[src/soc_config.svh]
`ifndef SOC_CONFIG_SVH
`define SOC_CONFIG_SVH

// shared on-chip memory
`define SHARED_BASE 32'hC000_0000
`define SHARED_WORDS 1024

// io register block
`define IO_BASE 32'h2000_0800
`define IO_WORDS 4

// framebuffer window, in word indices of the shared memory
`define SCAN_FIRST 512
`define SCAN_WORDS 16

// interval timer reload width
`define TIMER_W 16

`endif

[src/interval_timer.sv]
`timescale 1ns/100ps
`include "soc_config.svh"

module interval_timer (
  input  logic                sysclock,
  input  logic                rst_n,
  input  logic                enable_i,
  input  logic [`TIMER_W-1:0] reload_i,
  output logic                tick_o
);

  logic [`TIMER_W-1:0] count_q;
  logic                en_q;

  always_ff @(posedge sysclock or negedge rst_n) begin
    if (!rst_n) begin
      count_q <= '0;
      en_q    <= 1'b0;
    end else begin
      en_q <= enable_i;
      if (enable_i && !en_q)
        count_q <= reload_i;
      else if (enable_i) begin
        if (count_q == '0)
          count_q <= reload_i;
        else
          count_q <= count_q - 1'b1;
      end
    end
  end

  // period is reload + 1 cycles
  assign tick_o = enable_i && en_q && (count_q == '0);

endmodule

[config.mk]
export PLATFORM = sky130hd
export DESIGN_NAME = interval_timer
export DESIGN_NICKNAME = d
export VERILOG_FILES = /design/src/interval_timer.sv
export VERILOG_INCLUDE_DIRS = /design/src
export SDC_FILE = /design/constraint.sdc
export NUM_CORES = 1
export LEC_CHECK = 0
export ABC_AREA = 1
export BUFFER_PORTS_ARGS = -buffer_cell sky130_fd_sc_hd__buf_2
export CAP_MARGIN = 40
export CORE_UTILIZATION = 56
export DETAILED_ROUTE_END_ITERATION = 10
export PLACE_DENSITY = 0.87
export SKIP_CTS_REPAIR_TIMING = 1
export SLEW_MARGIN = 20
export SYNTH_ARGS = -nofsm -noshare
export SYNTH_HDL_FRONTEND = slang
export SYNTH_SLANG_ARGS = --single-unit
[constraint.sdc]
create_clock -name sysclock -period 1.92 [get_ports sysclock]
set_input_delay 0.096 -clock sysclock [delete_from_list [all_inputs] [get_ports sysclock]]
set_output_delay 0.096 -clock sysclock [all_outputs]
set_load 0.02 [all_outputs]
==> metrics.md <==
| Metric | Value |
|---|---|
| Die area | 0.002616 mm² |
| Worst path arrival time | 1660 ps |
| RSZ-0062 raised after global routing | no |
| CP delay by family, top | simple AND/OR/NAND/NOR gates |
| Xor/xnor share of the synthesized area | 1.295% |
| Detailed Routing Iterations Pass 1 | 4 |
| Final setup viols | 0 |
| Cells on worst reg2reg path | 11 |
| Total of warnings raised by yosys | 0 |
| Filler cells | 228 |
| CP Launch Type | flip-flop |
| Peak VDD IR | 706.8 µV |
| Final Slew Violations | 0 |
| Post-route insts no fill | 262 |
| Die W | 51.15 µm |
| MaxCap Viol Count | 0 |
| Worst hold endpoint | count_q[1] |
| Area delta synth->final | 9.528% |
| Unique masters post-synth | 26 |
| Power per cell area | 756.0 mW/mm² |
| Setup Crit Path Kind | reg -> out |
| I/O pins | 20 |
| Synth Cell Area | 0.001353 mm² |
| Setup TNS | 0 ps |
| Commonest non-fill, non-tap cell in the layout | nand2_1 |
| CTS Buf Count | 3 |
| Outcome | finished clean |
| Post-Route WL | 2873 µm |
| Sequential fraction of the synthesis area | 31.45% |
| Hold path start | reload_i[1] |
| Vert. Die Dim | 51.15 µm |
| Leak pwr | 0.8479 nW |
| Reg2Reg Setup Slack | 280 ps |
| Compound-cell area share of the yosys netlist | 5.550% |
| Dpl cells | 257 |
| Share of post-route cells with drive strength above 1 | 15.81% |
| Cells after Synth | 214 |
| Core area | 0.002255 mm² |
| Largest net degree at the start of global routing | 20 |
| Slowest Stage Delay on Critical Path | 420 ps |
| FF+latch count, synth | 17 |
| Adder-Cell Fraction of Synth Area | 1.850% |
| DRT iter0 DRCs | 51 |
| Fin nets | 256 |
| Crit-path max FO | 6 |
| Final Core Density | 65.70% |
| Largest family of logic cells by synthesized area | simple AND/OR/NAND/NOR gates |
| Vias per std cell | 5.034 |
| DR WL/cell | 10.97 µm |
| Mux cell area share after synthesis | 0% |
| Slowest-stage cell, CP | dfrtp_1 |
| CTS root buffer | clkbuf_4 |
| Min Tclk post-route | 1751 ps |
| Antenna-violating nets left | 0 |
| FF-to-FF End | count_q[0] |
| Latest clock arrival within the worst-skew pair | 290 ps |
| Simple logic cell fraction of the synthesized area | 48.10% |
| Hold WS | 76.29 ps |
| Gp weighted congestion | 0.9418 |
| Post-DP HPWL | 2088 µm |
| Tcrit/Tclk final | 91.20% |
| Antenna violations before repair | 0 |
| Clock skew | 4.562 ps |
| Commonest non-fill, non-tap cells in the layout | nand2_1 (82), inv_1 (28), nand3_1 (25), nor2_1 (22), buf_2 (19) |
| Min-delay worst type | in -> reg |
| Number of antenna diodes | 0 |
| Mapped Avg Cell Area | 6.320 µm² |
| Hold Crit Depth | 3 |
| Required @ worst endpoint | 1820 ps |
| GRT overflow | 0 |
| Total power | 1.120 mW |
| Slew @ Worst Pin | 407.4 ps |
| Total global-route track usage | 25.83% |
| Crit path cell chain | inv_1 > ha_1 > inv_1 > nor2_1 > nand2_1 > nor2_4 > nand2_4 > nor2_1 > buf_2 |
| Number of global-route vias before repair | 1124 |
| Clock sink count | 17 |
| Syn Nets | 235 |
| Rows | 17 |
| Port Buffers | 19 |
| Vias | 1319 |
| Max transition margin | 72.84% |
| Clk pin slew, worst setup/hold paths | 100 ps |
| H-tree levels | 1 |
| Max clock buf depth | 2 |
| CP Buf/Inv Count | 3 |
| Final hold violation count | 0 |
| Fmax | 571.1 MHz |
| Setup crit end kind | output port |
| Reg2reg start | count_q[0] |
| TritonCTS clock tree | built |
| Starting Density | 59.99% |
| Global-route wire length before repair | 4954 µm |
| DR DRC count | 0 |
==> worst max-delay path by stage <==
stage,startpoint,to,slack (ps),depth (start not counted)
CTS,count_q[0],tick_o,160,9
global placement,count_q[0],count_q[0],370,11
global route,count_q[0],tick_o,30,9
detailed placement,count_q[0],count_q[0],300,11
floorplan,count_q[0],count_q[3],420,12
finish,count_q[0],tick_o,170,9
==> cells by family after synthesis <==
| kind of cell | Yosys count |
|---|---|
| adder cells (fa/ha/maj) | 2 |
| AND/OR/NAND/NOR | 144 |
| buffers and inverters | 35 |
| AO/OA/AOI/OAI | 14 |
| XOR/XNOR | 2 |
| flip-flops | 17 |
==> per-stage QoR <==
| step | setup WS [ps] | instance area (µm²) |
|---|---|---|
| 6_report | 169.0 | 1481 |
| 2_1_floorplan | 420.2 | 1353 |
| 4_1_cts | 159.6 | 1471 |
| 3_3_place_gp | 366.6 | 1445 |
| 5_1_grt | 31.31 | 1481 |
| 3_5_place_dp | 300.3 | 1445 |
==> cell usage after synthesis <==
cell       n  area [µm²]
nor2_1    22       82.58
nand3b_1   1       7.510
buf_8      1       15.01
a21oi_1    6       30.03
nand2_4    1       11.26
nand3_1   25       125.1
nand2_8    1       20.02
inv_6      1       8.760
o21ai_0    6       30.03
inv_1     28       105.1
dfrtp_1   17       425.4
o21bai_1   1       7.510
ha_1       2       25.02
buf_4      1       7.510
buf_6      1       11.26
o211ai_1   1       7.510
xor2_1     2       17.52
nor2_4     2       22.52
nand2_2    2       12.51
nand2_1   82       307.8
nor2_2     3       18.77
nand3_2    3       30.03
and2_1     1       6.260
inv_2      2       7.510
nand4_1    1       6.260
clkbuf_1   1       3.750
==> worst min-delay path, stage by stage <==
cell and delay [ps]:
buf_2 70, nor2_1 30, o21ai_0 130
==> power breakdown <==
part / switching [mW] / internal, mW
combinational: 0.256 / 0.151
clock: 0.115 / 0.0809
sequential: 0.0887 / 0.428
==> layer usage <==
layer  share of wire (%)  GRT usage [%]  vias up
li1                    -              -      697
met1                  46          35.20      566
met2                  45          39.91       50
met3                 7.1          6.548        6
met4                 1.3          7.870        0
met5                   0              0        -
==> final cells by class <==
| class | instances | area (µm²) | share of cell area [%] |
|---|---|---|---|
| inverters | 31 | 121.4 | 8.193 |
| flip-flops and latches | 17 | 425.4 | 28.72 |
| multi-input cells | 162 | 768.2 | 51.86 |
| repair buffers | 20 | 105.1 | 7.095 |
| clock buffers | 4 | 26.28 | 1.774 |
| well taps | 28 | 35.03 | 2.365 |
==> sequential cells by signal (all words and copies together) (netlist names) <==
signal and cells:
en_q 1, count_q 16
Note: power is estimated with default switching activity, not from simulation.
