[config.mk]
export PLATFORM = sky130hd
export DESIGN_NAME = bus_fabric
export DESIGN_NICKNAME = d
export VERILOG_FILES = /design/src/soc_pkg.sv /design/src/bus_fabric.sv
export VERILOG_INCLUDE_DIRS = /design/src
export SDC_FILE = /design/constraint.sdc
export NUM_CORES = 1
export LEC_CHECK = 0
export BUFFER_PORTS_ARGS = -buffer_cell sky130_fd_sc_hd__buf_2
export CAP_MARGIN = 40
export CORE_AREA = 3 3 100 102
export CTS_CLUSTER_DIAMETER = 50
export CTS_CLUSTER_SIZE = 10
export DETAILED_ROUTE_END_ITERATION = 10
export DIE_AREA = 0 0 103 105
export GPL_TIMING_DRIVEN = 0
export PLACE_DENSITY = 0.57
export SLEW_MARGIN = 10
export SYNTH_ARGS = -nofsm -noshare
export SYNTH_HDL_FRONTEND = slang
export SYNTH_SLANG_ARGS = --single-unit
[constraint.sdc]
create_clock -name sysclock -period 2.65 [get_ports sysclock]
set_input_delay 0.1325 -clock sysclock [delete_from_list [all_inputs] [get_ports sysclock]]
set_output_delay 0.1325 -clock sysclock [all_outputs]
set_load 0.01 [all_outputs]
[src/soc_config.svh]
`ifndef SOC_CONFIG_SVH
`define SOC_CONFIG_SVH

// shared on-chip memory
`define SHARED_BASE 32'hC000_0000
`define SHARED_WORDS 1024

// io register block
`define IO_BASE 32'h2000_0800
`define IO_WORDS 4

// framebuffer window, in word indices of the shared memory
`define SCAN_FIRST 512
`define SCAN_WORDS 16

// interval timer reload width
`define TIMER_W 16

`endif

[src/soc_pkg.sv]
package soc_pkg;

  // classic bus request from the CPU side
  typedef struct packed {
    logic        cyc;
    logic        we;
    logic [3:0]  sel;
    logic [31:0] adr;
    logic [31:0] dat;
  } bus_req_t;

  // response back to the CPU
  typedef struct packed {
    logic        ack;
    logic        err;
    logic [31:0] dat;
  } bus_rsp_t;

  // word-addressed request into the shared memory
  typedef struct packed {
    logic        stb;
    logic        we;
    logic [3:0]  sel;
    logic [9:0]  word;
    logic [31:0] dat;
  } mem_req_t;

  typedef enum logic [1:0] {
    REGION_NONE,
    REGION_SHARED,
    REGION_IO
  } region_t;

endpackage

[src/bus_fabric.sv]
`timescale 1ns/100ps
`include "soc_config.svh"

module bus_fabric (
  input  logic              sysclock,
  input  logic              rst_n,
  input  soc_pkg::bus_req_t cpu_req_i,
  output soc_pkg::bus_rsp_t cpu_rsp_o,
  output soc_pkg::mem_req_t cpu_mem_req_o,
  input  logic              cpu_mem_ack_i,
  input  logic [31:0]       mem_rdata_i,
  output logic              io_cyc_o,
  output logic              io_we_o,
  output logic [3:0]        io_sel_o,
  output logic [1:0]        io_word_o,
  output logic [31:0]       io_wdata_o,
  input  logic              io_ack_i,
  input  logic [31:0]       io_rdata_i
);
  import soc_pkg::*;

  region_t     region;
  logic [31:0] shared_off;
  logic [31:0] io_off;
  logic        unmapped_cyc;
  logic        err_ack_q;
  logic        err_done_q;

  // offsets wrap below the base, so one compare per region is enough
  assign shared_off = cpu_req_i.adr - `SHARED_BASE;
  assign io_off     = cpu_req_i.adr - `IO_BASE;

  always_comb begin
    if (shared_off < 32'(4 * `SHARED_WORDS))
      region = REGION_SHARED;
    else if (io_off < 32'(4 * `IO_WORDS))
      region = REGION_IO;
    else
      region = REGION_NONE;
  end

  assign cpu_mem_req_o.stb  = cpu_req_i.cyc && (region == REGION_SHARED);
  assign cpu_mem_req_o.we   = cpu_req_i.we;
  assign cpu_mem_req_o.sel  = cpu_req_i.sel;
  assign cpu_mem_req_o.word = cpu_req_i.adr[11:2];
  assign cpu_mem_req_o.dat  = cpu_req_i.dat;

  assign io_cyc_o   = cpu_req_i.cyc && (region == REGION_IO);
  assign io_we_o    = cpu_req_i.we;
  assign io_sel_o   = cpu_req_i.sel;
  assign io_word_o  = cpu_req_i.adr[3:2];
  assign io_wdata_o = cpu_req_i.dat;

  // unmapped: one ack with err, then quiet until cyc drops
  assign unmapped_cyc = cpu_req_i.cyc && (region == REGION_NONE);

  always_ff @(posedge sysclock or negedge rst_n) begin
    if (!rst_n) begin
      err_ack_q  <= 1'b0;
      err_done_q <= 1'b0;
    end else begin
      err_ack_q  <= unmapped_cyc && !err_ack_q && !err_done_q;
      err_done_q <= unmapped_cyc && (err_done_q || err_ack_q);
    end
  end

  always_comb begin
    cpu_rsp_o = '0;
    case (region)
      REGION_SHARED: begin
        cpu_rsp_o.ack = cpu_mem_ack_i;
        cpu_rsp_o.dat = mem_rdata_i;
      end
      REGION_IO: begin
        cpu_rsp_o.ack = io_ack_i;
        cpu_rsp_o.dat = io_rdata_i;
      end
      default: begin
        cpu_rsp_o.ack = err_ack_q;
        cpu_rsp_o.err = err_ack_q;
      end
    endcase
  end

endmodule

==> impl_metrics.py <==
metrics = {
    "outcome": {
        "status": "finished, final reports clean",
    },
    "synthesis": {
        "avgSynthCellArea_um2": 7.798,
        "netlist_instances": 172,
        "syn_area_um2": 1341,
        "yosysSeqAreaShare": 0.03731,
        "synth_top_cell_by_area": "buf_4",
        "synth_top_area_share": 0.5037,
        "synth_cell_types": 34,
        "synth_seq_cells": 2,
        "synth.net_count": 311,
        "synth_edf_count": 0,
        "ys_top_cells_by_area": "buf_4, a22o_1, dfrtp_1",
        "ys.flop_type": "dfrtp_1",
        "synthArstFlopShare": 1.000,
        "yosys_warnings": 0,
    },
    "power": {
        "p_seq_frac": 0.077,
        "switching_power_uw": 139.3,
        "clkPwrFrac": 0.258,
        "power.density_nw_per_um2": 175.1,
        "switching_share": 0.3034,
        "internal-power_uw": 319.8,
        "leakage_nw": 1.654,
        "pwr-share-comb": 0.665,
        "ir_drop_uv": 73.06,
    },
    "route": {
        "routedLengthMet1_um": 2089,
        "first_iter_violations": 42,
        "wl_met2_um": 3101,
        "vias_per_cell": 3.901,
        "wl_met3_um": 739,
        "drc": 0,
        "drt_wl_total_um": 5951,
        "routed.top_layer": "met5",
        "ant_nets": 0,
        "vias": 1970,
        "wl_per_cell_um": 11.78,
        "firstDrtPassIters": 4,
    },
    "flow_run": {
        "maxCapViolCount": 0,
    },
    "final_layout": {
        "final_cell_count_no_fill": 505,
        "drive_gt1_frac": 0.8020,
        "finalNetCount": 535,
        "antenna_cells": 0,
        "area_growth_pct": 95.52,
    },
    "sta": {
        "relSlewSlack": 0.7041,
        "final.setup.tns_ps": 0,
        "timing_hold_violations_final": 0,
        "period_needed_ps": 2201,
        "period_share": 0.8307,
        "skew_ps": 0.1356,
        "max_freq_mhz": 454.3,
        "final_max_slew_viol_count": 0,
        "worst_pin_slew_ps": 443.9,
        "rsz0062_at_grt": "false",
        "finalSetupViolations": 0,
    },
    "min_path": {
        "hp-start": "cpu_req_i[69]",
        "hold_path_class": "input pin to flop",
        "holdPathStages": 3,
        "hold_end": "err_ack_q",
    },
    "cts": {
        "postCtsSetupBuffers": 0,
        "clk_pin_slew_ps": 30,
        "clkSinkCount": 2,
        "clk_latency_ps": 210,
        "clockRootBuffer": "clkbuf_8",
        "cts_tree": "built",
        "numCtsBuffers": 3,
        "cts_resized": 0,
        "clock_path_buffers": 2,
        "htreeDepth": 1,
    },
    "floorplan": {
        "start_util": 0.1459,
        "row_count": 35,
        "ios": 260,
        "die_h_um": 105,
        "die_area_um2": 10820,
        "core_um2": 9196,
        "fp.dieW_um": 103,
    },
    "global_route": {
        "grt_start_max_net_pins": 11,
        "antenna_found_initial": 1,
        "grt-ovfl-total": 0,
        "grt_pass1_vias": 1897,
        "grt_pass1_wl_um": 8079,
        "globalRouteTotalUtil": 0.09279,
    },
    "critical_path": {
        "r2r-start": "err_ack_q",
        "critPathMaxFanout": 10,
        "startpoint_type": "input pin",
        "cp.arrival_ps": 2070,
        "reg2reg_to": "err_ack_q",
        "rr_worst_depth": 3,
        "cp.required_ps": 2520,
        "end_kind": "primary output",
        "reg2reg_setup_slack_ps": 1850,
        "path_class": "input pin to primary output",
    },
    "place": {
        "dp.cells": 501,
        "detailedPlacementHpwl_um": 5401,
        "io_buffers": 218,
        "routabilityCongestion": 0.7056,
    },
}
layout make-up:
cell class / count / area, um2
multi-input combinational: 73 / 580.6
sequential: 2 / 50.05
tap: 111 / 138.9
clock buffer: 3 / 41.29
buffer: 94 / 699.4
fill: 1003 / 6574
inverter: 3 / 11.26
timing repair buffer: 219 / 1101
cell usage in the layout (no fill, tap or decap), types with 2 or more instances in the layout:
cell type | netlist | layout
clkbuf_8 | 0 | 3
a22o_1 | 32 | 32
dfrtp_1 | 2 | 2
nor4b_1 | 2 | 2
and2_1 | 3 | 3
nand2_1 | 2 | 2
buf_4 | 90 | 90
buf_2 | 1 | 219
nor3_1 | 4 | 4
nor4_1 | 3 | 3
nor2_1 | 4 | 4
and3_1 | 3 | 3
inv_1 | 3 | 3
clkbuf_1 | 2 | 2
state kept, by name (all words and copies together) (netlist names):
signal	cells
err_done_q	1
err_ack_q	1
per-stage QoR:
stage,hold slack (ps),power [mW],worst slack (ps),instance area [um2],utilization
2_1_floorplan,-163.1,0.1935,846.9,1341,-
6_report,175.0,0.4591,448.7,2623,0.2852
3_5_place_dp,-77.37,0.3429,446.7,2571,0.2796
5_1_grt,200.3,0.4938,302.6,2623,0.2852
4_1_cts,174.3,0.4688,446.6,2623,0.2852
3_3_place_gp,-81.87,0.3387,469.1,2571,0.2796
critical path: stages:
cell and delay [ps]:
buf_2 120, inv_1 50, ha_1 260, or2_2 310, a311oi_1 270, o2111a_1 230
buf_4 200, nor3b_2 80, a211o_1 270, buf_2 140
worst max path at each step:
stage | from | end | slack (ps) | cells after the start
after detailed placement | cpu_req_i[57] | cpu_rsp_o[17] | 450 | 8
after floorplan | cpu_req_i[43] | cpu_rsp_o[33] | 850 | 8
final | cpu_req_i[43] | cpu_rsp_o[33] | 450 | 10
after CTS | cpu_req_i[57] | cpu_rsp_o[17] | 450 | 8
after global routing | cpu_req_i[43] | cpu_rsp_o[17] | 300 | 11
after global placement | cpu_req_i[57] | cpu_rsp_o[17] | 470 | 8
metal layers:
metal	vias to the layer above	global-route usage
met2	132	0.1852
met3	4	0.02937
li1	977	-
met4	2	0.01110
met5	-	0
met1	855	0.09273
cell usage after synthesis, types with 2 or more instances:
library cell,number
clkbuf_1,2
nor2_1,4
and3_1,3
nor4b_1,2
dfrtp_1,2
buf_4,90
a22o_1,32
inv_1,3
nor3_1,4
nor4_1,3
nand2_1,2
and2_1,3
repair_timing:
item | CTS | global route
endpoints found under the hold margin | 2 | 0
setup endpoints to repair | 0 | 0
hold buffers | 1 | 0
power by group through the flow:
| stage | clock network, mW | registers, mW | logic (mW) |
|---|---|---|---|
| finish | 0.118 | 0.0354 | 0.305 |
| global route | 0.125 | 0.0360 | 0.333 |
| CTS | 0.124 | 0.0358 | 0.309 |
| detailed placement | 0 | 0.0361 | 0.307 |
| global placement | 0 | 0.0360 | 0.303 |
| floorplan | 0 | 0.0348 | 0.159 |
cell families after synthesis:
family                     count (synthesis)  synth area share
and+or+nand+nor                           31            0.1577
AOI/OAI and AO/OA                         38            0.2453
adders and majority gates                  1          0.009327
DFF                                        2           0.03731
buffers and inverters                     97            0.5298
muxes                                      1          0.007463
xor gates and xnor gates                   2           0.01306
No activity file was read; power rests on OpenSTA's default activity.
