**config.mk**
```make
export PLATFORM = sky130hd
export DESIGN_NAME = io_regs
export DESIGN_NICKNAME = d
export VERILOG_FILES = /design/src/io_regs.sv
export VERILOG_INCLUDE_DIRS = /design/src
export SDC_FILE = /design/constraint.sdc
export NUM_CORES = 1
export LEC_CHECK = 0
export BUFFER_PORTS_ARGS = -buffer_cell sky130_fd_sc_hd__buf_4
export CORE_UTILIZATION = 46
export DETAILED_ROUTE_END_ITERATION = 8
export MAX_ROUTING_LAYER = met4
export PLACE_DENSITY = 0.85
export SYNTH_ARGS = -nofsm -noshare
export SYNTH_HDL_FRONTEND = slang
export SYNTH_SLANG_ARGS = --single-unit
```
**constraint.sdc**
```tcl
create_clock -name sysclock -period 1.85 [get_ports sysclock]
set_input_delay 0.0925 -clock sysclock [delete_from_list [all_inputs] [get_ports sysclock]]
set_output_delay 0.0925 -clock sysclock [all_outputs]
set_load 0.01 [all_outputs]
```
**src/soc_config.svh**
```systemverilog
`ifndef SOC_CONFIG_SVH
`define SOC_CONFIG_SVH

// shared on-chip memory
`define SHARED_BASE 32'hC000_0000
`define SHARED_WORDS 1024

// io register block
`define IO_BASE 32'h2000_0800
`define IO_WORDS 4

// framebuffer window, in word indices of the shared memory
`define SCAN_FIRST 512
`define SCAN_WORDS 16

// interval timer reload width
`define TIMER_W 16

`endif

```
**src/io_regs.sv**
```systemverilog
`timescale 1ns/100ps
`include "soc_config.svh"

module io_regs (
  input  logic                sysclock,
  input  logic                rst_n,
  input  logic                cyc_i,
  input  logic                we_i,
  input  logic [3:0]          sel_i,
  input  logic [1:0]          word_i,
  input  logic [31:0]         wdata_i,
  output logic                ack_o,
  output logic [31:0]         rdata_o,
  input  logic                tick_i,
  output logic                timer_en_o,
  output logic [`TIMER_W-1:0] timer_reload_o,
  output logic                scan_en_o,
  output logic [15:0]         led_o,
  output logic                irq_o
);

  logic [15:0]         led_q;
  logic [`TIMER_W-1:0] reload_q;
  logic [1:0]          ctrl_q;
  logic                status_q;
  logic                ack_q;
  logic                access;
  logic                wr;

  assign access = cyc_i && !ack_q;
  assign wr     = access && we_i;

  always_ff @(posedge sysclock or negedge rst_n) begin
    if (!rst_n) begin
      ack_q    <= 1'b0;
      led_q    <= '0;
      reload_q <= '0;
      ctrl_q   <= '0;
      status_q <= 1'b0;
    end else begin
      ack_q <= access;
      if (wr && word_i == 2'd0) begin
        if (sel_i[0]) led_q[7:0]  <= wdata_i[7:0];
        if (sel_i[1]) led_q[15:8] <= wdata_i[15:8];
      end
      if (wr && word_i == 2'd1) begin
        if (sel_i[0]) reload_q[7:0]          <= wdata_i[7:0];
        if (sel_i[1]) reload_q[`TIMER_W-1:8] <= wdata_i[`TIMER_W-1:8];
      end
      if (wr && word_i == 2'd2 && sel_i[0])
        ctrl_q <= wdata_i[1:0];
      // a tick in the same cycle beats the clear
      if (tick_i)
        status_q <= 1'b1;
      else if (wr && word_i == 2'd3 && sel_i[0] && wdata_i[0])
        status_q <= 1'b0;
    end
  end

  always_ff @(posedge sysclock) begin
    if (access) begin
      case (word_i)
        2'd0:    rdata_o <= {16'h0, led_q};
        2'd1:    rdata_o <= {{(32-`TIMER_W){1'b0}}, reload_q};
        2'd2:    rdata_o <= {30'h0, ctrl_q};
        default: rdata_o <= {31'h0, status_q};
      endcase
    end
  end

  assign ack_o          = ack_q;
  assign led_o          = led_q;
  assign timer_reload_o = reload_q;
  assign timer_en_o     = ctrl_q[0];
  assign scan_en_o      = ctrl_q[1];
  assign irq_o          = status_q;

endmodule

```
==> impl_results.md, run 1 <==
* Setup TNS at 0 ns
* Total Routing Usage GR at 17.37%
* Leak pwr at 1.479 nW
* DRC violations left at 0
* Final Hold Fails at 0
* Top cell type's share of synthesized area at 38.81%
* Vias in the first global route at 1352
* # hold bufs at CTS at 2
* Setup Buffers After CTS at 0
* Outcome: complete, no violations
* Starting DRT DRC Count at 50
* Most common cell after layout, fill and taps aside: buf_4
* Syn_area_per_cell at roughly 15 µm²
* Number of max-slew violations in the final report at 0
* HP Class: input pin to flip-flop
* Pwr Density at 1002 nW/µm²
* Critical Path Fanout Max at 8
* Largest net degree at the start of global routing at 37
* VDD IR-drop max at 0.0004482 V
* R2R cell count at 3
* Most frequent cells in the layout: buf_4, dfrtp_1, mux2_2
* Via/cell ratio at 4.756
* R2r endpoint: led_o[10]
* Die Area at 5333 µm²
* Min-delay src: wdata_i[14]
* CTS H-Tree Depth at 2
* Worst r2r src: ack_o
* Register area share after synthesis at 59.51%
* DRT Pass-1 Iters at 4
* CTS clock-pin slew for the worst setup and hold paths at 0.09 ns
* Clk sink count at 52
* Clk root buf: clkbuf_8
* Die W at 73.03 µm
* Antenna violations before repair at 0
* Worst setup SP type: flip-flop
* Syn. warnings at 0
* Worst Setup SP: ack_o
* Initial Util at 48.50%
* Synthesized instance count at about 150
* Row Count at 25
* Unique cell type count in the Yosys netlist at 22
* Via count at 1441
* Skew final at 0.006757 ns
* Antenna Cells at 0
* Fin crit share at 92.54%
* #FFs+latches synth at 52
* Leading area contributor after synthesis: dfrtp_1
* Fill cells at 389
* CP Class: flip-flop to flip-flop
* RSZ-0062 raised after global routing: false
* WL/cell at approximately 14 µm
* Congestion Overflow GR at 0
* Worst-Skew Late Latency at ~0.30 ns
* Worst EP arrival at 1.89 ns
* ANT nets after route at 0
* Worst slew pin tran at 0.5487 ns
* Synth Cell Area at 2321 µm²
* Critical Path End: led_o[10]
* Max_slew headroom at roughly 63%
* CP Capture Type: flip-flop
* Proportion of layout cells with a drive suffix above 1 at 52.97%
* CTS tree: done
* Fmax at 584.1 MHz
* MaxCap Viol Count at 0
* Area delta synth->final at 29.54%
* First-pass GRT wire length at 6589 µm
* Num CTS Buffers at 5
* Post-CTS sizing at 0
* Final setup viols at 0
* Setup WS post-layout at about 0.14 ns
* CP required at between 2 and 2.5 ns
* Dominant cells by area after synthesis: dfrtp_1, edfxtp_1, mux2_4
* Port Buf Inserts at 76
* Height of the die at 73.03 µm
* DP HPWL at 3084 µm
* Clk buf depth at 2
* Pre-CTS setup slack at 0.1602 ns
* Total Wirelength at roughly 4300 µm
* Fin nets at 278
* Period minus WS final at 1.712 ns
* Core ar. at 4786 µm²
* Flop-to-flop setup slack at about 0.14 ns
* Number of I/O pins at 111
* Gpl congestion at between 0.6 and 0.7
## worst min path at each step
stage | endpoint | slack, ns | depth (start not counted)
floorplan | ack_o | -0.20 | 0
global placement | led_o[5] | 0.08 | 1
detailed placement | led_o[5] | 0.08 | 1
CTS | led_o[14] | 0.02 | 2
global route | led_o[5] | 0.01 | 2
finish | led_o[14] | 0.03 | 2
## per-layer routing
layer / track usage [%] / part of all wire (%) / vias up
li1: - / - / 672
met1: 22.68 / 44 / 707
met2: 26.95 / 50 / 57
met3: 3.315 / 4.9 / 5
met4: 6.536 / 1.1 / 0
met5: - / 0 / -
## logic make-up (layout without fill, tap and decap cells)
family | count (synthesis) | in the layout | synth area share (%)
AO/OA/AOI/OAI | 2 | 2 | 0.4313
buffers and inverters | 22 | 90 | 6.954
flip-flops | 52 | 52 | 59.51
multiplexers | 50 | 50 | 26.52
other | 1 | 16 | 0.1616
AND/OR/NAND/NOR | 26 | 26 | 6.415
## registers in the layout, summed over array words and instances, names as in the netlist
signal	count
ctrl_q	2
led_o	16
timer_reload_o	16
rdata_o	16
ack_o	1
irq_o	1
## through the flow
step | hold slack [ns] | std cells | util (%) | cell area [µm²] | power (mW)
after floorplan | -0.2031 | 168 | - | 2377 | 2.008
after global placement | 0.07565 | 293 | 60.65 | 2903 | 2.404
after detailed placement | 0.08270 | 293 | 60.65 | 2903 | 2.432
after CTS | 0.01819 | 303 | 62.82 | 3007 | 3.043
after global routing | 0.01409 | 303 | 62.82 | 3007 | 3.173
final | 0.02637 | 303 | 62.82 | 3007 | 3.013
## report_power, final
part	leakage [nW]	total, mW	internal, mW	switching [mW]
sequential	0.604	1.56	1.41	0.154
clock	0.0388	0.609	0.263	0.347
combinational	0.836	0.839	0.508	0.331
total	1.48	3.01	2.18	0.831
## cell type report
type	count	area [µm²]	area share, %
Clock inverter	2	11.26	0.3745
Tap cell	67	83.83	2.788
Sequential cell	52	1381	45.94
Multi-Input combinational cell	94	837.1	27.84
Timing Repair Buffer	82	620.6	20.64
Clock buffer	6	72.57	2.414
## worst max-delay path: stages, from the launching register on
cell      delay (ns)
dfrtp_1         0.42
nand4b_1        0.21
or3_1           0.58
mux2_4          0.39
## synth_stat cells, drive strengths merged
cell,n
nor3b,1
mux4,1
nand3,1
buf,22
nor2b,1
o21ai,2
dfrtp,36
mux2,34
nor2,16
mux2i,15
nand3b,1
or3,2
conb,1
nand2b,2
edfxtp,16
nand4b,2
(Power assumes the default switching activity.)
==> run 2, diff against run 1 <==
- SETUP_SLACK_MARGIN: unset -> 0.2
==> run 2 against run 1 <==
Effect of this change:
- sequential cell count did not move
- fmax grew 11%
- worst setup slack improved by 0.17 ns
- critical path depth unchanged
- die area unchanged
- clock skew is 0.00062 ns lower
- clock-buffer cell count is the same
- via count is essentially flat
- sequential power about the same
- sequential share of layout area fell by 0.15 points
- core utilization increased by 0.21 points
- first-iteration DRC count fell by 8.0%
- critical path type unchanged
==> impl_results.md, run 2 (same netlist as run 1, synthesis figures left out) <==
* Outcome: complete, no violations
* VDD IR-drop max at 0.0004480 V
* Setup WS post-layout at between 0.3 and 0.4 ns
* Period minus WS final at 1.537 ns
* Flop-to-flop setup slack at 0.31 ns
* Fill cells at 389
* Clk root buf: clkbuf_8
* CTS clock-pin slew for the worst setup and hold paths at around 0.090 ns
* Height of the die at approximately 73 µm
* CTS tree: done
* Antenna Cells at 0
* Leak pwr at about 1.5 nW
* Num CTS Buffers at 5
* CP required at 2.03 ns
* Total Wirelength at 4350 µm
* Fin crit share at 83.09%
* CP Capture Type: flip-flop
* Vias in the first global route at around 1400
* DRC violations left at 0
* Largest delay share family, worst path: simple AND/OR/NAND/NOR gates
* Setup Buffers After CTS at 0
* Setup TNS at 0 ns
* Port Buf Inserts at 76
* CP Class: flip-flop to flip-flop
* Worst EP arrival at 1.72 ns
* RSZ-0062 raised after global routing: false
* Largest net degree at the start of global routing at 37
* Die Area at 5333 µm²
* Final setup viols at 0
* Worst r2r src: ack_o
* ANT nets after route at 0
* Row Count at 25
* Number of I/O pins at roughly 110
* Most common cell after layout, fill and taps aside: buf_4
* Via/cell ratio at 4.752
* Min-delay src: wdata_i[14]
* Final Hold Fails at 0
* Clk sink count at 52
* Gpl congestion at 0.6782
* Total Routing Usage GR at 17.40%
* Congestion Overflow GR at 0
* Worst Setup SP: ack_o
* Critical-path cell list: nand4b_1 > or3_4 > mux2_4
* Via count at ~1400
* DRT Pass-1 Iters at 4
* Skew final at between 0.006 and 0.007 ns
* Worst setup SP type: flip-flop
* MaxCap Viol Count at 0
* Worst path buffer plus inverter count at 0
* Pwr Density at 1000 nW/µm²
* Most frequent cells in the layout: buf_4, dfrtp_1, mux2_2
* CTS H-Tree Depth at 2
* Minimum hold slack at 0.02629 ns
* Area delta synth->final at 29.97%
* Die W at between 70 and 80 µm
* Number of max-slew violations in the final report at 0
* Fin nets at between 200 and 300
* Pre-CTS setup slack at 0.1602 ns
* HP Class: input pin to flip-flop
* DP HPWL at 3084 µm
* CP peak stage delay at roughly 0.45 ns
* Core ar. at 4786 µm²
* First-pass GRT wire length at 6596 µm
* WL/cell at about 14 µm
* Initial Util at 48.50%
* Proportion of layout cells with a drive suffix above 1 at 53.81%
* Critical Path Fanout Max at 8
* Antenna violations before repair at 0
* CP max stage cell: or3_4
* Clk buf depth at 2
* Fmax at 650.5 MHz
* Starting DRT DRC Count at 46
* Worst-Skew Late Latency at 0.30 ns
* Total power draw at 3.017 mW
-- run 2: through the flow --
stage / utilization [%] / instances / area, µm²
2_1_floorplan: - / 168 / 2377
4_1_cts: 63.03 / 303 / 3017
5_1_grt: 63.03 / 303 / 3017
3_5_place_dp: 60.65 / 293 / 2903
6_report: 63.03 / 303 / 3017
3_3_place_gp: 60.65 / 293 / 2903
-- run 2: report_power, final --
part           internal, mW  switching, mW
sequential             1.41          0.154
combinational         0.509          0.331
clock                 0.263          0.350
total                  2.18          0.835
-- run 2: per-layer routing --
| layer | up-vias | part of all wire [%] | global-route usage [%] |
|---|---|---|---|
| li1 | 672 | - | - |
| met1 | 709 | 44 | 22.59 |
| met2 | 54 | 50 | 27.16 |
| met3 | 5 | 4.7 | 3.315 |
| met4 | 0 | 1.1 | 6.536 |
| met5 | - | 0 | - |
-- run 2: area by class of cell --
cell class	instances	area, µm²	share of cell area [%]
Sequential cell	52	1381	45.79
Multi-Input combinational cell	94	847.1	28.08
Timing Repair Buffer	82	620.6	20.57
Tap cell	67	83.83	2.779
Clock buffer	6	72.57	2.406
Clock inverter	2	11.26	0.3733
-- run 2: final timing paths --
kind / end / cells after the start
max: led_o[10] / 3
min: led_o[14] / 2
max reg2reg: led_o[10] / 3
min reg2reg: timer_reload_o[11] / 1
max in group asynchronous: timer_reload_o[6] / 2
min in group asynchronous: timer_reload_o[3] / 2
-- run 2: what timing repair did --
| item | in CTS | in global routing |
|---|---|---|
| setup endpoints to repair | 16 | 0 |
| gates resized for setup | 2 | 0 |
| hold endpoints to repair | 37 | 0 |
| hold buffers | 2 | 0 |
