## src/soc_config.svh

```systemverilog
`ifndef SOC_CONFIG_SVH
`define SOC_CONFIG_SVH

// shared on-chip memory
`define SHARED_BASE 32'hC000_0000
`define SHARED_WORDS 1024

// io register block
`define IO_BASE 32'h2000_0800
`define IO_WORDS 4

// framebuffer window, in word indices of the shared memory
`define SCAN_FIRST 512
`define SCAN_WORDS 16

// interval timer reload width
`define TIMER_W 16

`endif

```

## src/soc_pkg.sv

```systemverilog
package soc_pkg;

  // classic bus request from the CPU side
  typedef struct packed {
    logic        cyc;
    logic        we;
    logic [3:0]  sel;
    logic [31:0] adr;
    logic [31:0] dat;
  } bus_req_t;

  // response back to the CPU
  typedef struct packed {
    logic        ack;
    logic        err;
    logic [31:0] dat;
  } bus_rsp_t;

  // word-addressed request into the shared memory
  typedef struct packed {
    logic        stb;
    logic        we;
    logic [3:0]  sel;
    logic [9:0]  word;
    logic [31:0] dat;
  } mem_req_t;

  typedef enum logic [1:0] {
    REGION_NONE,
    REGION_SHARED,
    REGION_IO
  } region_t;

endpackage

```

## src/scan_reader.sv

```systemverilog
`timescale 1ns/100ps
`include "soc_config.svh"

module scan_reader (
  input  logic              sysclock,
  input  logic              rst_n,
  input  logic              scan_en_i,
  output soc_pkg::mem_req_t scan_req_o,
  input  logic              scan_ack_i,
  input  logic [31:0]       scan_rdata_i,
  output logic [31:0]       pixel_o,
  output logic              pixel_valid_o
);

  localparam logic [9:0] FIRST_WORD = 10'(`SCAN_FIRST);
  localparam logic [9:0] LAST_WORD  = 10'(`SCAN_FIRST + `SCAN_WORDS - 1);

  logic [9:0] ptr_q;
  logic       busy_q;

  always_ff @(posedge sysclock or negedge rst_n) begin
    if (!rst_n) begin
      ptr_q         <= FIRST_WORD;
      busy_q        <= 1'b0;
      pixel_valid_o <= 1'b0;
    end else begin
      pixel_valid_o <= 1'b0;
      if (busy_q) begin
        if (scan_ack_i) begin
          pixel_valid_o <= 1'b1;
          ptr_q         <= (ptr_q == LAST_WORD) ? FIRST_WORD : ptr_q + 10'd1;
          // next read right away unless the display was switched off
          busy_q        <= scan_en_i;
        end
      end else if (scan_en_i) begin
        busy_q <= 1'b1;
      end
    end
  end

  always_ff @(posedge sysclock) begin
    if (busy_q && scan_ack_i)
      pixel_o <= scan_rdata_i;
  end

  assign scan_req_o.stb  = busy_q;
  assign scan_req_o.we   = 1'b0;
  assign scan_req_o.sel  = 4'hf;
  assign scan_req_o.word = ptr_q;
  assign scan_req_o.dat  = '0;

endmodule

```

## config.mk

```make
export PLATFORM = sky130hd
export DESIGN_NAME = scan_reader
export DESIGN_NICKNAME = d
export VERILOG_FILES = /design/src/soc_pkg.sv /design/src/scan_reader.sv
export VERILOG_INCLUDE_DIRS = /design/src
export SDC_FILE = /design/constraint.sdc
export NUM_CORES = 1
export LEC_CHECK = 0
export BUFFER_PORTS_ARGS = -buffer_cell sky130_fd_sc_hd__buf_2
export CORE_MARGIN = 3
export CORE_UTILIZATION = 42
export CTS_CLUSTER_DIAMETER = 40
export DETAILED_ROUTE_END_ITERATION = 8
export PLACE_DENSITY = 0.84
export SLEW_MARGIN = 20
export SYNTH_ARGS = -nofsm -noshare
export SYNTH_HDL_FRONTEND = slang
export SYNTH_SLANG_ARGS = --single-unit
export TNS_END_PERCENT = 100
```

## constraint.sdc

```tcl
create_clock -name sysclock -period 1.9 [get_ports sysclock]
set_input_delay 0.57 -clock sysclock [delete_from_list [all_inputs] [get_ports sysclock]]
set_output_delay 0.57 -clock sysclock [all_outputs]
set_load 0.005 [all_outputs]
```

==> impl_metrics.env, run 1 <==
export IMPL_globalplace_congestion=0.839
export IMPL_antenna_found_initial=0
export IMPL_ys_ff_latch=44
export IMPL_clk_pin_slew_ns=0.07
export IMPL_power_w=0.00208
export IMPL_tns_ns=0
export IMPL_r2r_slack_ns=0.48
export IMPL_drive_above_1_share_pct=46.1
export IMPL_drt_pre_antenna_iters=4
export IMPL_worst_hold_slack_ns=0.145
export IMPL_routedWlPerCell_um=13.7
export IMPL_finalHoldViolCount=0
export IMPL_status="finished, final reports clean"
export IMPL_grt_ovfl_total=0
export IMPL_grt_usage_pct=12.8
export IMPL_setup_ws_ns=0.377
export IMPL_yosysWarningCount=0
export IMPL_grt_pass1_wl_um=4860
export IMPL_grt_max_degree=34
export IMPL_clk_path_buf_depth=2
export IMPL_coreArea_um2=4120
export IMPL_num_rows=23
export IMPL_yosysSeqAreaShare_pct=68.9
export IMPL_fin_crit_sh_pct=80.2
export IMPL_final_common_cell="buf_2"
export IMPL_cpMaxStageDelayCell="dfstp_2"
export IMPL_cts_sinks=44
export IMPL_r2r_start="ptr_q[0]"
export IMPL_cpPeakStageDelay_ns=0.56
export IMPL_ios=117
export IMPL_drc=0
export IMPL_critPathKind="reg2out"
export IMPL_crit_fanout=3
export IMPL_drt_iter0_markers=49
export IMPL_dp_slack_ns=0.440
export IMPL_cts_buffers=5
export IMPL_cts_htree_levels=2
export IMPL_avgSynthCellArea_um2=15.1
export IMPL_slew_violations=0
export IMPL_ir_drop_v=0.000345
export IMPL_reg2reg_to="ptr_q[4]"
export IMPL_via_count=1118
export IMPL_reg2regPathDepth=4
export IMPL_clock_skew_ns=0.00162
export IMPL_endpoint_kind="output pin"
export IMPL_finalCriticalPeriod_ns=1.52
export IMPL_start_kind="flip-flop"
export IMPL_cts_hold_buf=0
export IMPL_syn_cell_area_um2=1830
export IMPL_dieWidth_um=72.0
export IMPL_path_buf_inv=1
export IMPL_powerDensity_nw_per_um2=929
export IMPL_mostFrequentLayoutCells="79 x buf_2, 37 x conb_1, 32 x edfxtp_1"
export IMPL_fmax_ghz=0.657
export IMPL_areaGrowthSynthToFinish_pct=22.3
export IMPL_first_global_vias=977
export IMPL_fp_dieH_um=72.0
export IMPL_drv_cap=0
export IMPL_n_antenna_cell=0
export IMPL_cts_resized=0
export IMPL_cts_tree="done"
export IMPL_place_hpwl_um=2760
export IMPL_cpLargestDelayFamily="flip-flops"
export IMPL_rsz0062_at_grt="no"
export IMPL_leakagePower_nw=1.05
export IMPL_cp_arrival_ns=0.95
export IMPL_nets=242
export IMPL_port_buffers=79
export IMPL_clockRootBuffer="clkbuf_8"
export IMPL_critPathRequiredTime_ns=1.33
export IMPL_synthCells=121
export IMPL_ant_nets=0
export IMPL_post_cts_buffers=0
export IMPL_start_util_pct=44.5
export IMPL_setup_viol_count_final=0
export IMPL_crit_chain="buf_2"
export IMPL_routed_wl_um=3500
export IMPL_die_area_um2=5190
export IMPL_viasPerCell=4.37
export IMPL_ys_types=27
export IMPL_clock_latency_ns=0.29
export IMPL_worstHoldPathType="in2async"
worst max path at each step:
stage	from	endpoint	slack, ns	cells after the start
global route	ptr_q[4]	scan_req_o[36]	0.33	1
detailed placement	scan_ack_i	ptr_q[4]	0.44	4
global placement	scan_ack_i	ptr_q[4]	0.46	4
finish	ptr_q[9]	scan_req_o[41]	0.38	1
floorplan	scan_ack_i	pixel_o[0]	0.21	2
CTS	ptr_q[9]	scan_req_o[41]	0.36	1
layout make-up:
cell class	instances	area [um2]
repair buffers	80	415
flip-flops and latches	44	1260
clock inverters	2	11.3
multi-input cells	72	408
clock buffers	6	72.6
fillers	348	1880
well taps	50	62.6
inverters	2	7.51
metrics by stage:
stage / cells / util, % / instance area [um2]
global route: 256 / 54.4 / 2240
floorplan: 156 / - / 1960
CTS: 256 / 54.4 / 2240
finish: 256 / 54.4 / 2240
global placement: 248 / 52.4 / 2160
detailed placement: 248 / 52.4 / 2160
flip-flops by register name, indices dropped and copies added (netlist names):
name and cells:
pixel_o 32, ptr_q 10, pixel_valid_o 1, busy_q 1
where the power goes:
| part | switching [W] | leakage, nW | internal [W] |
|---|---|---|---|
| clock | 0.000288 | 0.0388 | 0.000254 |
| sequential | 0.0000975 | 0.456 | 0.00113 |
| combinational | 0.000149 | 0.556 | 0.000160 |
Yosys cell counts, drive strengths merged:
cell	number	area [um2]
conb	2	7.51
nand2	3	13.8
o21ai	1	5.00
and3	1	6.26
ha	1	12.5
a311oi	1	8.76
dfstp	1	26.3
inv	2	7.51
edfxtp	32	961
a21o	2	16.3
dfrtp	11	275
xnor2	6	52.6
a21oi	3	18.8
nor4b	1	15.0
and2	2	12.5
nand3	5	25.0
nand4	3	18.8
nor3b	1	12.5
or3	1	6.26
mux2	1	15.0
and4	3	30.0
buf	38	285
routing by layer:
metal | vias up | GRT usage, % | part of all wire, %
met5 | - | 0 | 0
met4 | 0 | 5.01 | 1.3
met3 | 5 | 5.26 | 13
met2 | 74 | 22.0 | 51
met1 | 520 | 14.0 | 36
li1 | 519 | - | -
kinds of logic (layout without fill, tap and decap cells):
logic type               count (synthesis)  in the layout  share of synthesized area, %
adder cells (fa/ha/maj)                  1              1                         0.683
AND/OR/NAND/NOR                         20             20                          7.65
AO/OA/AOI/OAI                            7              7                          2.66
flip-flops                              44             44                          68.9
XOR/XNOR                                 6              6                          2.87
other                                    2             37                         0.410
multiplexers                             1              1                         0.819
buffers and inverters                   40             90                          16.0
(Power assumes the default switching activity.)
==> run 2: changes to the inputs <==
==> constraint.sdc (replaced) <==
create_clock -name sysclock -period 1.6 [get_ports sysclock]
set_input_delay 0.48 -clock sysclock [delete_from_list [all_inputs] [get_ports sysclock]]
set_output_delay 0.48 -clock sysclock [all_outputs]
set_load 0.005 [all_outputs]
==> run 2 against run 1 <==
Sequential share of layout area decreased by 0.68 points. Combinational power is 21% higher. Sequential power up 18%. Clock-buffer cell count shrank 1. Register-to-register slack lost 0.29 ns. Clock skew increased by 0.0042 ns. Setup slack worse by 0.22 ns. Final area increased by 1.2%. Critical path type unchanged. Highest routed layer unchanged.
==> impl_metrics.env, run 2 (synthesis gave the netlist of run 1 again) <==
export IMPL_finalCriticalPeriod_ns=1.44
export IMPL_ir_drop_v=0.000381
export IMPL_port_buffers=79
export IMPL_grt_ovfl_total=0
export IMPL_critPathKind="reg2out"
export IMPL_coreArea_um2=4120
export IMPL_reg2regPathDepth=4
export IMPL_largest_reg_flops=32
export IMPL_areaGrowthSynthToFinish_pct=23.8
export IMPL_setup_viol_count_final=0
export IMPL_critPathRequiredTime_ns=1.12
export IMPL_drc=0
export IMPL_cts_sinks=44
export IMPL_worst_hold_slack_ns=0.0503
export IMPL_dieWidth_um=72.0
export IMPL_via_count=1112
export IMPL_path_buf_inv=1
export IMPL_reg2reg_to="ptr_q[4]"
export IMPL_worstHoldPathType="in2async"
export IMPL_crit_chain="buf_2"
export IMPL_fillers=353
export IMPL_first_global_vias=980
export IMPL_grt_pass1_wl_um=4880
export IMPL_cpMaxStageDelayCell="dfstp_2"
export IMPL_r2r_start="ptr_q[0]"
export IMPL_crit_path_end="scan_req_o[41]"
export IMPL_cp_arrival_ns=0.96
export IMPL_clk_pin_slew_ns=0.08
export IMPL_finalHoldViolCount=0
export IMPL_setup_ws_ns=0.158
export IMPL_ant_nets=0
export IMPL_die_area_um2=5190
export IMPL_nets=242
export IMPL_cp_num_cells=1
export IMPL_cpPeakStageDelay_ns=0.56
export IMPL_tns_ns=0
export IMPL_drt_iter0_markers=111
export IMPL_r2r_slack_ns=0.19
export IMPL_dp_slack_ns=0.201
export IMPL_cts_hold_buf=0
export IMPL_crit_fanout=3
export IMPL_top_regs="pixel_o x32, ptr_q x10"
export IMPL_globalplace_congestion=0.831
export IMPL_n_antenna_cell=0
export IMPL_rsz0062_at_grt="no"
export IMPL_status="finished, final reports clean"
export IMPL_fp_dieH_um=72.0
export IMPL_ios=117
export IMPL_clock_skew_ns=0.00580
export IMPL_num_rows=23
export IMPL_clockRootBuffer="clkbuf_8"
export IMPL_routed_wl_um=3490
export IMPL_routedWlPerCell_um=13.6
export IMPL_start_kind="flip-flop"
export IMPL_slew_violations=0
export IMPL_cts_tree="done"
export IMPL_start_util_pct=44.5
export IMPL_endpoint_kind="output pin"
export IMPL_drt_pre_antenna_iters=4
export IMPL_fmax_ghz=0.693
export IMPL_clk_path_buf_depth=2
export IMPL_antenna_found_initial=0
export IMPL_drive_above_1_share_pct=46.6
export IMPL_leakagePower_nw=1.07
export IMPL_grt_usage_pct=13.1
export IMPL_place_hpwl_um=2740
export IMPL_cts_resized=0
export IMPL_clock_latency_ns=0.29
export IMPL_mostFrequentLayoutCells="79 x buf_2, 37 x conb_1, 32 x edfxtp_1"
export IMPL_regMostFlops="pixel_o"
export IMPL_cts_buffers=5
export IMPL_powerDensity_nw_per_um2=1170
export IMPL_cpLargestDelayFamily="flip-flops"
export IMPL_grt_max_degree=34
export IMPL_cts_htree_levels=2
export IMPL_final_common_cell="buf_2"
export IMPL_post_cts_buffers=0
export IMPL_fin_crit_sh_pct=90.2
export IMPL_viasPerCell=4.34
export IMPL_drv_cap=0
export IMPL_startpoint="ptr_q[9]"
==> run 2: changes by cell type in the layout (fill, tap and decap cells not counted), sizes merged <==
cell | previous run | this run
bufinv | 0 | 1
clkbuf | 6 | 5
clkinv | 1 | 2
clkinvlp | 1 | 0
==> run 2: through the flow <==
stage	util [%]	instances	total power (W)	area (um2)
after CTS	55.1	256	0.00268	2270
after floorplan	-	156	0.00171	1960
after global placement	52.4	248	0.00183	2160
final	55.1	256	0.00266	2270
after detailed placement	52.4	248	0.00186	2160
after global routing	55.1	256	0.00279	2270
==> run 2: where the power goes <==
part	switching, W	internal (W)	total (W)
logic	0.000182	0.000191	0.000373
clock network	0.000366	0.000462	0.000829
registers	0.000112	0.00134	0.00145
total	0.000660	0.00200	0.00266
==> run 2: routing by layer <==
layer / vias up / track usage, % / part of all wire [%]
met4: 0 / 5.64 / 2.6
met5: - / 0 / 0
met2: 82 / 21.7 / 48
met1: 501 / 14.9 / 37
li1: 520 / - / -
met3: 9 / 5.26 / 12
==> run 2: layout make-up <==
class                           instances  area (um2)  share of cell area (%)
Clock inverter                          3        42.5                    1.88
Sequential cell                        44        1260                    55.7
Inverter                                2        7.51                   0.331
Multi-Input combinational cell         72         408                    18.0
Timing Repair Buffer                   80         415                    18.3
Tap cell                               50        62.6                    2.76
Clock buffer                            5        68.8                    3.04
==> run 2: worst register-to-register path, cell delays in order (launching register included) <==
cell and delay [ns]:
dfrtp_1 0.47, ha_1 0.22, and4_4 0.24, nand2_1 0.08, mux2_4 0.30
==> run 2: worst min path at each step <==
stage          cells after the start  start  slack, ns  endpoint
2_1_floorplan                      0  rst_n       0.18    busy_q
3_3_place_gp                       1  rst_n       0.37    busy_q
3_5_place_dp                       1  rst_n       0.37    busy_q
4_1_cts                            1  rst_n       0.05  ptr_q[8]
5_1_grt                            1  rst_n       0.05    busy_q
6_report                           1  rst_n       0.05  ptr_q[6]
