### src/soc_config.svh
`ifndef SOC_CONFIG_SVH
`define SOC_CONFIG_SVH

// shared on-chip memory
`define SHARED_BASE 32'hC000_0000
`define SHARED_WORDS 1024

// io register block
`define IO_BASE 32'h2000_0800
`define IO_WORDS 4

// framebuffer window, in word indices of the shared memory
`define SCAN_FIRST 512
`define SCAN_WORDS 16

// interval timer reload width
`define TIMER_W 16

`endif

### src/soc_pkg.sv
package soc_pkg;

  // classic bus request from the CPU side
  typedef struct packed {
    logic        cyc;
    logic        we;
    logic [3:0]  sel;
    logic [31:0] adr;
    logic [31:0] dat;
  } bus_req_t;

  // response back to the CPU
  typedef struct packed {
    logic        ack;
    logic        err;
    logic [31:0] dat;
  } bus_rsp_t;

  // word-addressed request into the shared memory
  typedef struct packed {
    logic        stb;
    logic        we;
    logic [3:0]  sel;
    logic [9:0]  word;
    logic [31:0] dat;
  } mem_req_t;

  typedef enum logic [1:0] {
    REGION_NONE,
    REGION_SHARED,
    REGION_IO
  } region_t;

endpackage

### src/ssram_arbiter.sv
`timescale 1ns/100ps

module ssram_arbiter (
  input  logic              sysclock,
  input  logic              rst_n,
  input  soc_pkg::mem_req_t cpu_req_i,
  input  soc_pkg::mem_req_t scan_req_i,
  output soc_pkg::mem_req_t mem_req_o,
  input  logic              mem_ack_i,
  output logic              cpu_ack_o,
  output logic              scan_ack_o
);

  typedef enum logic [1:0] {
    IDLE,
    GNT_CPU,
    GNT_SCAN
  } arb_state_t;

  arb_state_t state_q;
  logic       last_cpu_q;
  logic       cpu_gnt;
  logic       scan_gnt;

  always_ff @(posedge sysclock or negedge rst_n) begin
    if (!rst_n) begin
      state_q    <= IDLE;
      last_cpu_q <= 1'b0;
    end else begin
      case (state_q)
        IDLE: begin
          // on a tie the side not served last goes first
          if (cpu_req_i.stb && (!scan_req_i.stb || !last_cpu_q)) begin
            state_q    <= GNT_CPU;
            last_cpu_q <= 1'b1;
          end else if (scan_req_i.stb) begin
            state_q    <= GNT_SCAN;
            last_cpu_q <= 1'b0;
          end
        end
        GNT_CPU, GNT_SCAN: begin
          if (mem_ack_i)
            state_q <= IDLE;
        end
        default: state_q <= IDLE;
      endcase
    end
  end

  assign cpu_gnt  = (state_q == GNT_CPU);
  assign scan_gnt = (state_q == GNT_SCAN);

  always_comb begin
    mem_req_o = '0;
    if (cpu_gnt)
      mem_req_o = cpu_req_i;
    else if (scan_gnt)
      mem_req_o = scan_req_i;
  end

  assign cpu_ack_o  = cpu_gnt && mem_ack_i;
  assign scan_ack_o = scan_gnt && mem_ack_i;

endmodule

### config.mk
export PLATFORM = sky130hd
export DESIGN_NAME = ssram_arbiter
export DESIGN_NICKNAME = d
export VERILOG_FILES = /design/src/soc_config.svh /design/src/soc_pkg.sv /design/src/ssram_arbiter.sv
export SDC_FILE = /design/constraint.sdc
export NUM_CORES = 1
export LEC_CHECK = 0
export BUFFER_PORTS_ARGS = -buffer_cell sky130_fd_sc_hd__buf_2
export CELL_PAD_IN_SITES_DETAIL_PLACEMENT = 2
export CELL_PAD_IN_SITES_GLOBAL_PLACEMENT = 2
export CORE_ASPECT_RATIO = 1.25
export CORE_MARGIN = 5
export CORE_UTILIZATION = 11
export CTS_CLUSTER_DIAMETER = 80
export DETAILED_ROUTE_END_ITERATION = 10
export PLACE_DENSITY_LB_ADDON = 0.1
export SYNTH_ARGS = -nofsm -noshare
export SYNTH_HDL_FRONTEND = slang
export SYNTH_SLANG_ARGS = --single-unit
export TNS_END_PERCENT = 50
### constraint.sdc
create_clock -name sysclock -period 3.2 [get_ports sysclock]
set_clock_uncertainty 0.1 [all_clocks]
set_input_delay 0.16 -clock sysclock [delete_from_list [all_inputs] [get_ports sysclock]]
set_output_delay 0.16 -clock sysclock [all_outputs]
set_load 0.02 [all_outputs]
==> flow_metrics.tcl, run 1 <==
set metrics [dict create \
    status "finished, final reports clean" \
    grt_pass1_vias 1784 \
    vias 1726 \
    drv_slew 0 \
    cts.root.buffer_cell "clkbuf_8" \
    power_density_mw_per_mm2 755 \
    antenna_found_initial 0 \
    fillers 1074 \
    coreArea_sq_mm 0.00819 \
    drive_above_1_share_pct 48.6 \
    syn_area_per_cell_sq_um 5.03 \
    grt_usage_pct 9.98 \
    cts.sinks 3 \
    fp.dieH_um 112 \
    hold_path_class "in2reg" \
    synthTopCellsByCount "96 x nand2_1, 49 x o21ai_1, 6 x buf_2" \
    switching_share_pct 61.5 \
    cts_hold_buf 1 \
    hpwl_mm 4.69 \
    cts_tree "done" \
    worstPathMaxFanout 31 \
    firstDrtPassIters 4 \
    place_ws_ns 1.15 \
    layout.nets 426 \
    async_flop_share_pct 100 \
    n_antenna_cell 0 \
    grt_max_degree 63 \
    yosys_warnings 0 \
    worstPathArrival_ns 1.95 \
    initial_core_util_pct 11.2 \
    yosysUniqueCellTypes 18 \
    postSynthCellCount 183 \
    post-route-min-period_ns 2.21 \
    rows 37 \
    route.detailed.drc 0 \
    final-hold-violation-count 0 \
    synth_top_area_share_pct 39.1 \
    crit_path_start_kind "flop" \
    crit_required_ns 2.94 \
    fin_setup_tns_ns 0 \
    finalWorstSetupSlack_ns 0.988 \
    worst_ir_drop_vdd_v 0.000239 \
    synth_edf_count 0 \
    power_frac_seq_pct 5.2 \
    yosysMostFrequentCell "nand2_1" \
    yosys.area.top_type "nand2_1" \
    synth_flop_cell "dfrtp_1" \
    clock_latency_ns 0.22 \
    io_pins 149 \
    cp-end-kind "primary output" \
    place.gp.congestion 0.686 \
    cts_buffer_depth 2 \
    cts.clk_slew.worst_paths_ns 0.03 \
    maxCapViolCount 0 \
    post-route-period-util_pct 69.1 \
    die_x_um 91.8 \
    htreeDepth 1 \
    port_buffers 148 \
    synth_nets 285 \
    ys_ff_latch 3 \
    p_int_w 0.000509 \
    grt_pass1_wl_mm 8.58 \
    worst_pin_slew_ns 0.573 \
    synth.area.top_cells "nand2_1 39%, o21ai_1 27%, dfrtp_1 8.2%, buf_6 6.1%, ha_1 4.1%" \
    fmax_ghz 0.452 \
    cts_buffers 3 \
    syn_to_final_growth_pct 90.4 \
    gr-total-overflow 0 \
    p_switching_w 0.000815 \
    final_util_pct 21.4 \
    wl_mm 5.60 \
    ys_seq_area_share_pct 8.15 \
    drt_iter0_drc 14 \
    crit_type "reg2out" \
    viasPerCell 4.11 \
    dieArea_sq_mm 0.0103 \
    cts-resized-gates 0 \
    final-setup-viol-count 0 \
    clkPwrFrac_pct 8.4 \
    drtAntennaViolNets 0 \
    rsz0062_at_grt "no" \
    syn-cell-area_sq_um 921 \
    p_leak_nw 0.969 \
    wire_per_inst_um 13.3 \
    max_slew_margin_pct 61.8 \
    pwr-share-comb_pct 86.4 \
    hold-worst-slack_ns 0.0880 \
    postCtsSetupRepairBufs 0 \
]
==> cell usage in the layout (no fill, tap or decap), drive strengths merged <==
cell type	synthesis	final
a31oi	1	1
nand4	1	1
nor2b	1	1
buf	13	151
and3	1	1
nor3	1	1
nand2	96	96
nor2	1	1
clkbuf	3	4
nand2b	2	2
and2	2	2
inv	3	3
o21ai	49	49
a21oi	3	3
dfrtp	3	3
dlygate4sd3	0	1
ha	3	3
==> state kept, by name (all words and copies together) (netlist names) <==
| name | count |
|---|---|
| state_q | 2 |
| last_cpu_q | 1 |
==> metal layers <==
| layer | routed length, um | part of all wire, % | vias up | track usage [%] |
|---|---|---|---|---|
| met5 | 0 | 0 | - | 0 |
| met3 | 768 | 14 | 2 | 4.56 |
| li1 | - | - | 868 | - |
| met4 | 27 | 0.48 | 0 | 2.68 |
| met1 | 2310 | 41 | 750 | 11.1 |
| met2 | 2500 | 45 | 106 | 17.1 |
==> worst paths after layout <==
| path | depth (start not counted) | slack, ns | endpoint | start |
|---|---|---|---|---|
| max | 6 | 0.99 | mem_req_o[7] | state_q[0]$_DFFE_PN0P_ |
| min | 2 | 0.09 | last_cpu_q$_DFFE_PN0P_ | scan_req_i[47] |
| max reg2reg | 5 | 1.86 | state_q[0]$_DFFE_PN0P_ | state_q[0]$_DFFE_PN0P_ |
| min reg2reg | 1 | 0.38 | last_cpu_q$_DFFE_PN0P_ | last_cpu_q$_DFFE_PN0P_ |
| max in group asynchronous | 2 | 2.72 | last_cpu_q$_DFFE_PN0P_ | rst_n |
| min in group asynchronous | 2 | 0.17 | state_q[0]$_DFFE_PN0P_ | rst_n |
==> power by group through the flow <==
stage | clock network, W | logic (W) | registers, W
2_1_floorplan | 0 | 0.000824 | 0.0000636
3_3_place_gp | 0 | 0.00117 | 0.0000683
3_5_place_dp | 0 | 0.00118 | 0.0000697
4_1_cts | 0.000117 | 0.00118 | 0.0000695
5_1_grt | 0.000119 | 0.00127 | 0.0000708
6_report | 0.000111 | 0.00114 | 0.0000687
==> kinds of logic (layout without fill, tap and decap cells) <==
group	after synthesis	count (layout)	synth area share [%]
AO/OA/AOI/OAI	53	53	28.9
AND/OR/NAND/NOR	105	105	45.4
adder cells (fa/ha/maj)	3	3	4.08
buffers and inverters	19	159	13.5
flip-flops	3	3	8.15
==> critical path: stages (launching register included) <==
cell and delay, ns:
dfrtp_1 0.40, inv_1 0.10, ha_2 0.41, buf_4 0.39, nand2_1 0.10, o21ai_1 0.14, buf_2 0.19
==> per-stage QoR <==
| step | total power, W | area, sq um | cells |
|---|---|---|---|
| 3_3_place_gp | 0.00124 | 1700 | 415 |
| 5_1_grt | 0.00146 | 1750 | 420 |
| 6_report | 0.00132 | 1750 | 420 |
| 3_5_place_dp | 0.00125 | 1700 | 415 |
| 2_1_floorplan | 0.000888 | 921 | 183 |
| 4_1_cts | 0.00137 | 1750 | 420 |
==> final cells by class <==
class                      instances  area, sq um  area share [%]
timing repair buffer             152          773            44.1
multi-input combinational        161          727            41.5
tap                               97          121            6.92
sequential                         3         75.1            4.28
clock buffer                       4         45.0            2.57
inverter                           3         11.3           0.642
Power figures use the tool's default switching activity.
==> run 2: changes to the inputs <==
--- a/config.mk
+++ b/config.mk
@@ -10,7 +10,7 @@
 export CELL_PAD_IN_SITES_GLOBAL_PLACEMENT = 2
 export CORE_ASPECT_RATIO = 1.25
 export CORE_MARGIN = 5
-export CORE_UTILIZATION = 11
+export CORE_UTILIZATION = 10
 export CTS_CLUSTER_DIAMETER = 80
 export DETAILED_ROUTE_END_ITERATION = 10
 export PLACE_DENSITY_LB_ADDON = 0.1
==> constraint.sdc (replaced) <==
create_clock -name sysclock -period 1.8 [get_ports sysclock]
set_clock_uncertainty 0.1 [all_clocks]
set_input_delay 0.09 -clock sysclock [delete_from_list [all_inputs] [get_ports sysclock]]
set_output_delay 0.09 -clock sysclock [all_outputs]
set_load 0.02 [all_outputs]
==> run 2 against run 1 <==
Against the previous run: critical path depth shrank 1; final cell count is 7.9% higher; worst setup slack worse by 0.90 ns; highest routed layer unchanged; clock power grew to 3.2 times the previous value; global-route usage shrank 0.094 points; largest cell class unchanged; largest power group unchanged; sequential power is 79% higher; hold slack got worse by 0.066 ns; clock-buffer cell count stayed put; combinational power rose by 110%; utilization up 0.75 points; wire length is 14% higher.
==> flow_metrics.tcl, run 2 (synthesis results as in run 1) <==
set metrics [dict create \
    crit_family "buffers and inverters" \
    grt_max_degree 47 \
    final-hold-violation-count 0 \
    path_buf_inv 3 \
    firstDrtPassIters 3 \
    cpPeakStageDelay_ns 0.36 \
    place.gp.congestion 0.671 \
    cts.root.buffer_cell "clkbuf_16" \
    syn_to_final_growth_pct 118 \
    place_ws_ns 0.177 \
    cts.clk_slew.worst_paths_ns 0.03 \
    n_antenna_cell 0 \
    crit_path_start_kind "flop" \
    path_cells "inv_1 -> ha_4 -> bufbuf_16 -> o21ai_1 -> buf_4" \
    status "finished, final reports clean" \
    viasPerCell 3.94 \
    finalWorstSetupSlack_ns 0.0875 \
    hpwl_mm 5.08 \
    cts_tree "done" \
    grt_usage_pct 9.89 \
    layout.nets 433 \
    htreeDepth 1 \
    worstPathArrival_ns 1.52 \
    worst_ir_drop_vdd_v 0.000551 \
    fmax_ghz 0.584 \
    coreArea_sq_mm 0.00908 \
    largest_register "state_q" \
    drv_slew 0 \
    antenna_found_initial 0 \
    power_density_mw_per_mm2 1460 \
    grt_pass1_wl_mm 8.87 \
    final-setup-viol-count 0 \
    finalPower_w 0.00293 \
    fin_cells 453 \
    post-route-period-util_pct 95.1 \
    final_util_pct 22.1 \
    grt_pass1_vias 1856 \
    vias 1785 \
    drive_above_1_share_pct 50.0 \
    initial_core_util_pct 10.1 \
    post-route-min-period_ns 1.71 \
    worstPathMaxFanout 25 \
    port_buffers 148 \
    final_common_cell "buf_2" \
    wl_mm 6.40 \
    drt_iter0_drc 22 \
    clock_latency_ns 0.22 \
    crit_path_top_delay_cell "dfrtp_1" \
    crit_type "reg2out" \
    final_cell_mix "143 x buf_2, 96 x nand2_1, 49 x o21ai_1, 8 x buf_4, 5 x buf_12" \
    max_slew_margin_pct 87.1 \
    maxCapViolCount 0 \
    wire_per_inst_um 14.1 \
    cts.sinks 3 \
    hold_path_class "in2reg" \
    route.detailed.drc 0 \
    p_leak_nw 1.06 \
    reg_top3 "state_q: 2 flops, last_cpu_q: 1 flops" \
    die_x_um 95.8 \
    cts_buffer_depth 2 \
    largest_reg_flops 2 \
    io_pins 149 \
    dp.cells 443 \
    gr-total-overflow 0 \
    crit_required_ns 1.61 \
    cts_buffers 3 \
    dieArea_sq_mm 0.0112 \
    cp-end-kind "primary output" \
    fp.dieH_um 117 \
    rows 39 \
    worst_pin_slew_ns 0.194 \
    drtAntennaViolNets 0 \
]
[run 2: cell types whose count changed in the layout (fill, tap and decap cells not counted)]
cell and delta:
buf_2 -5, ha_2 -2, ha_4 +2, buf_4 +5, bufbuf_16 +1, buf_12 +5, inv_2 +1, inv_1 -1
clkbuf_8 -3, clkbuf_16 +4
[run 2: worst paths after layout]
path                                        startpoint                      to  slack (ns)  cells after the start
worst max-delay path            state_q[1]$_DFFE_PN0P_           mem_req_o[43]        0.09                      5
worst min-delay path                    scan_req_i[47]  last_cpu_q$_DFFE_PN0P_        0.02                      2
worst max register to register  state_q[0]$_DFFE_PN0P_  state_q[1]$_DFFE_PN0P_        0.41                      5
worst min register to register  last_cpu_q$_DFFE_PN0P_  last_cpu_q$_DFFE_PN0P_        0.38                      1
max in group asynchronous                        rst_n  state_q[1]$_DFFE_PN0P_        1.39                      2
min in group asynchronous                        rst_n  last_cpu_q$_DFFE_PN0P_        0.10                      2
[run 2: area by class of cell]
type	count	area, sq um
inverters	3	11.3
clock buffers	4	78.8
fillers	1176	7070
well taps	123	154
multi-input cells	161	747
flip-flops and latches	3	75.1
repair buffers	159	943
[run 2: through the flow]
stage | setup TNS (ns) | area, sq um | hold WS [ns]
floorplan | 0 | 921 | -0.306
CTS | 0 | 1940 | 0.0245
global route | -0.00149 | 2010 | 0.0301
global placement | 0 | 1800 | -0.204
finish | 0 | 2010 | 0.0225
detailed placement | 0 | 1800 | -0.206
[run 2: power breakdown]
| group | internal [W] | total [W] | switching, W |
|---|---|---|---|
| combinational | 0.000967 | 0.00245 | 0.00148 |
| clock | 0.000292 | 0.000351 | 0.0000592 |
| sequential | 0.0000979 | 0.000123 | 0.0000252 |
[run 2: repair_timing]
action,CTS,global route
gates resized for setup,2,6
pin swaps,1,0
gates cloned,1,1
endpoints found under the setup margin,16,46
hold buffers,1,0
hold endpoints to repair,3,0
buffers inserted,0,3
[run 2: layer usage]
metal,wire length [um],global-route usage (%),vias up
li1,-,-,885
met4,9,0.854,0
met3,524,2.43,2
met1,2180,9.94,828
met5,0,0,-
met2,3690,20.6,70
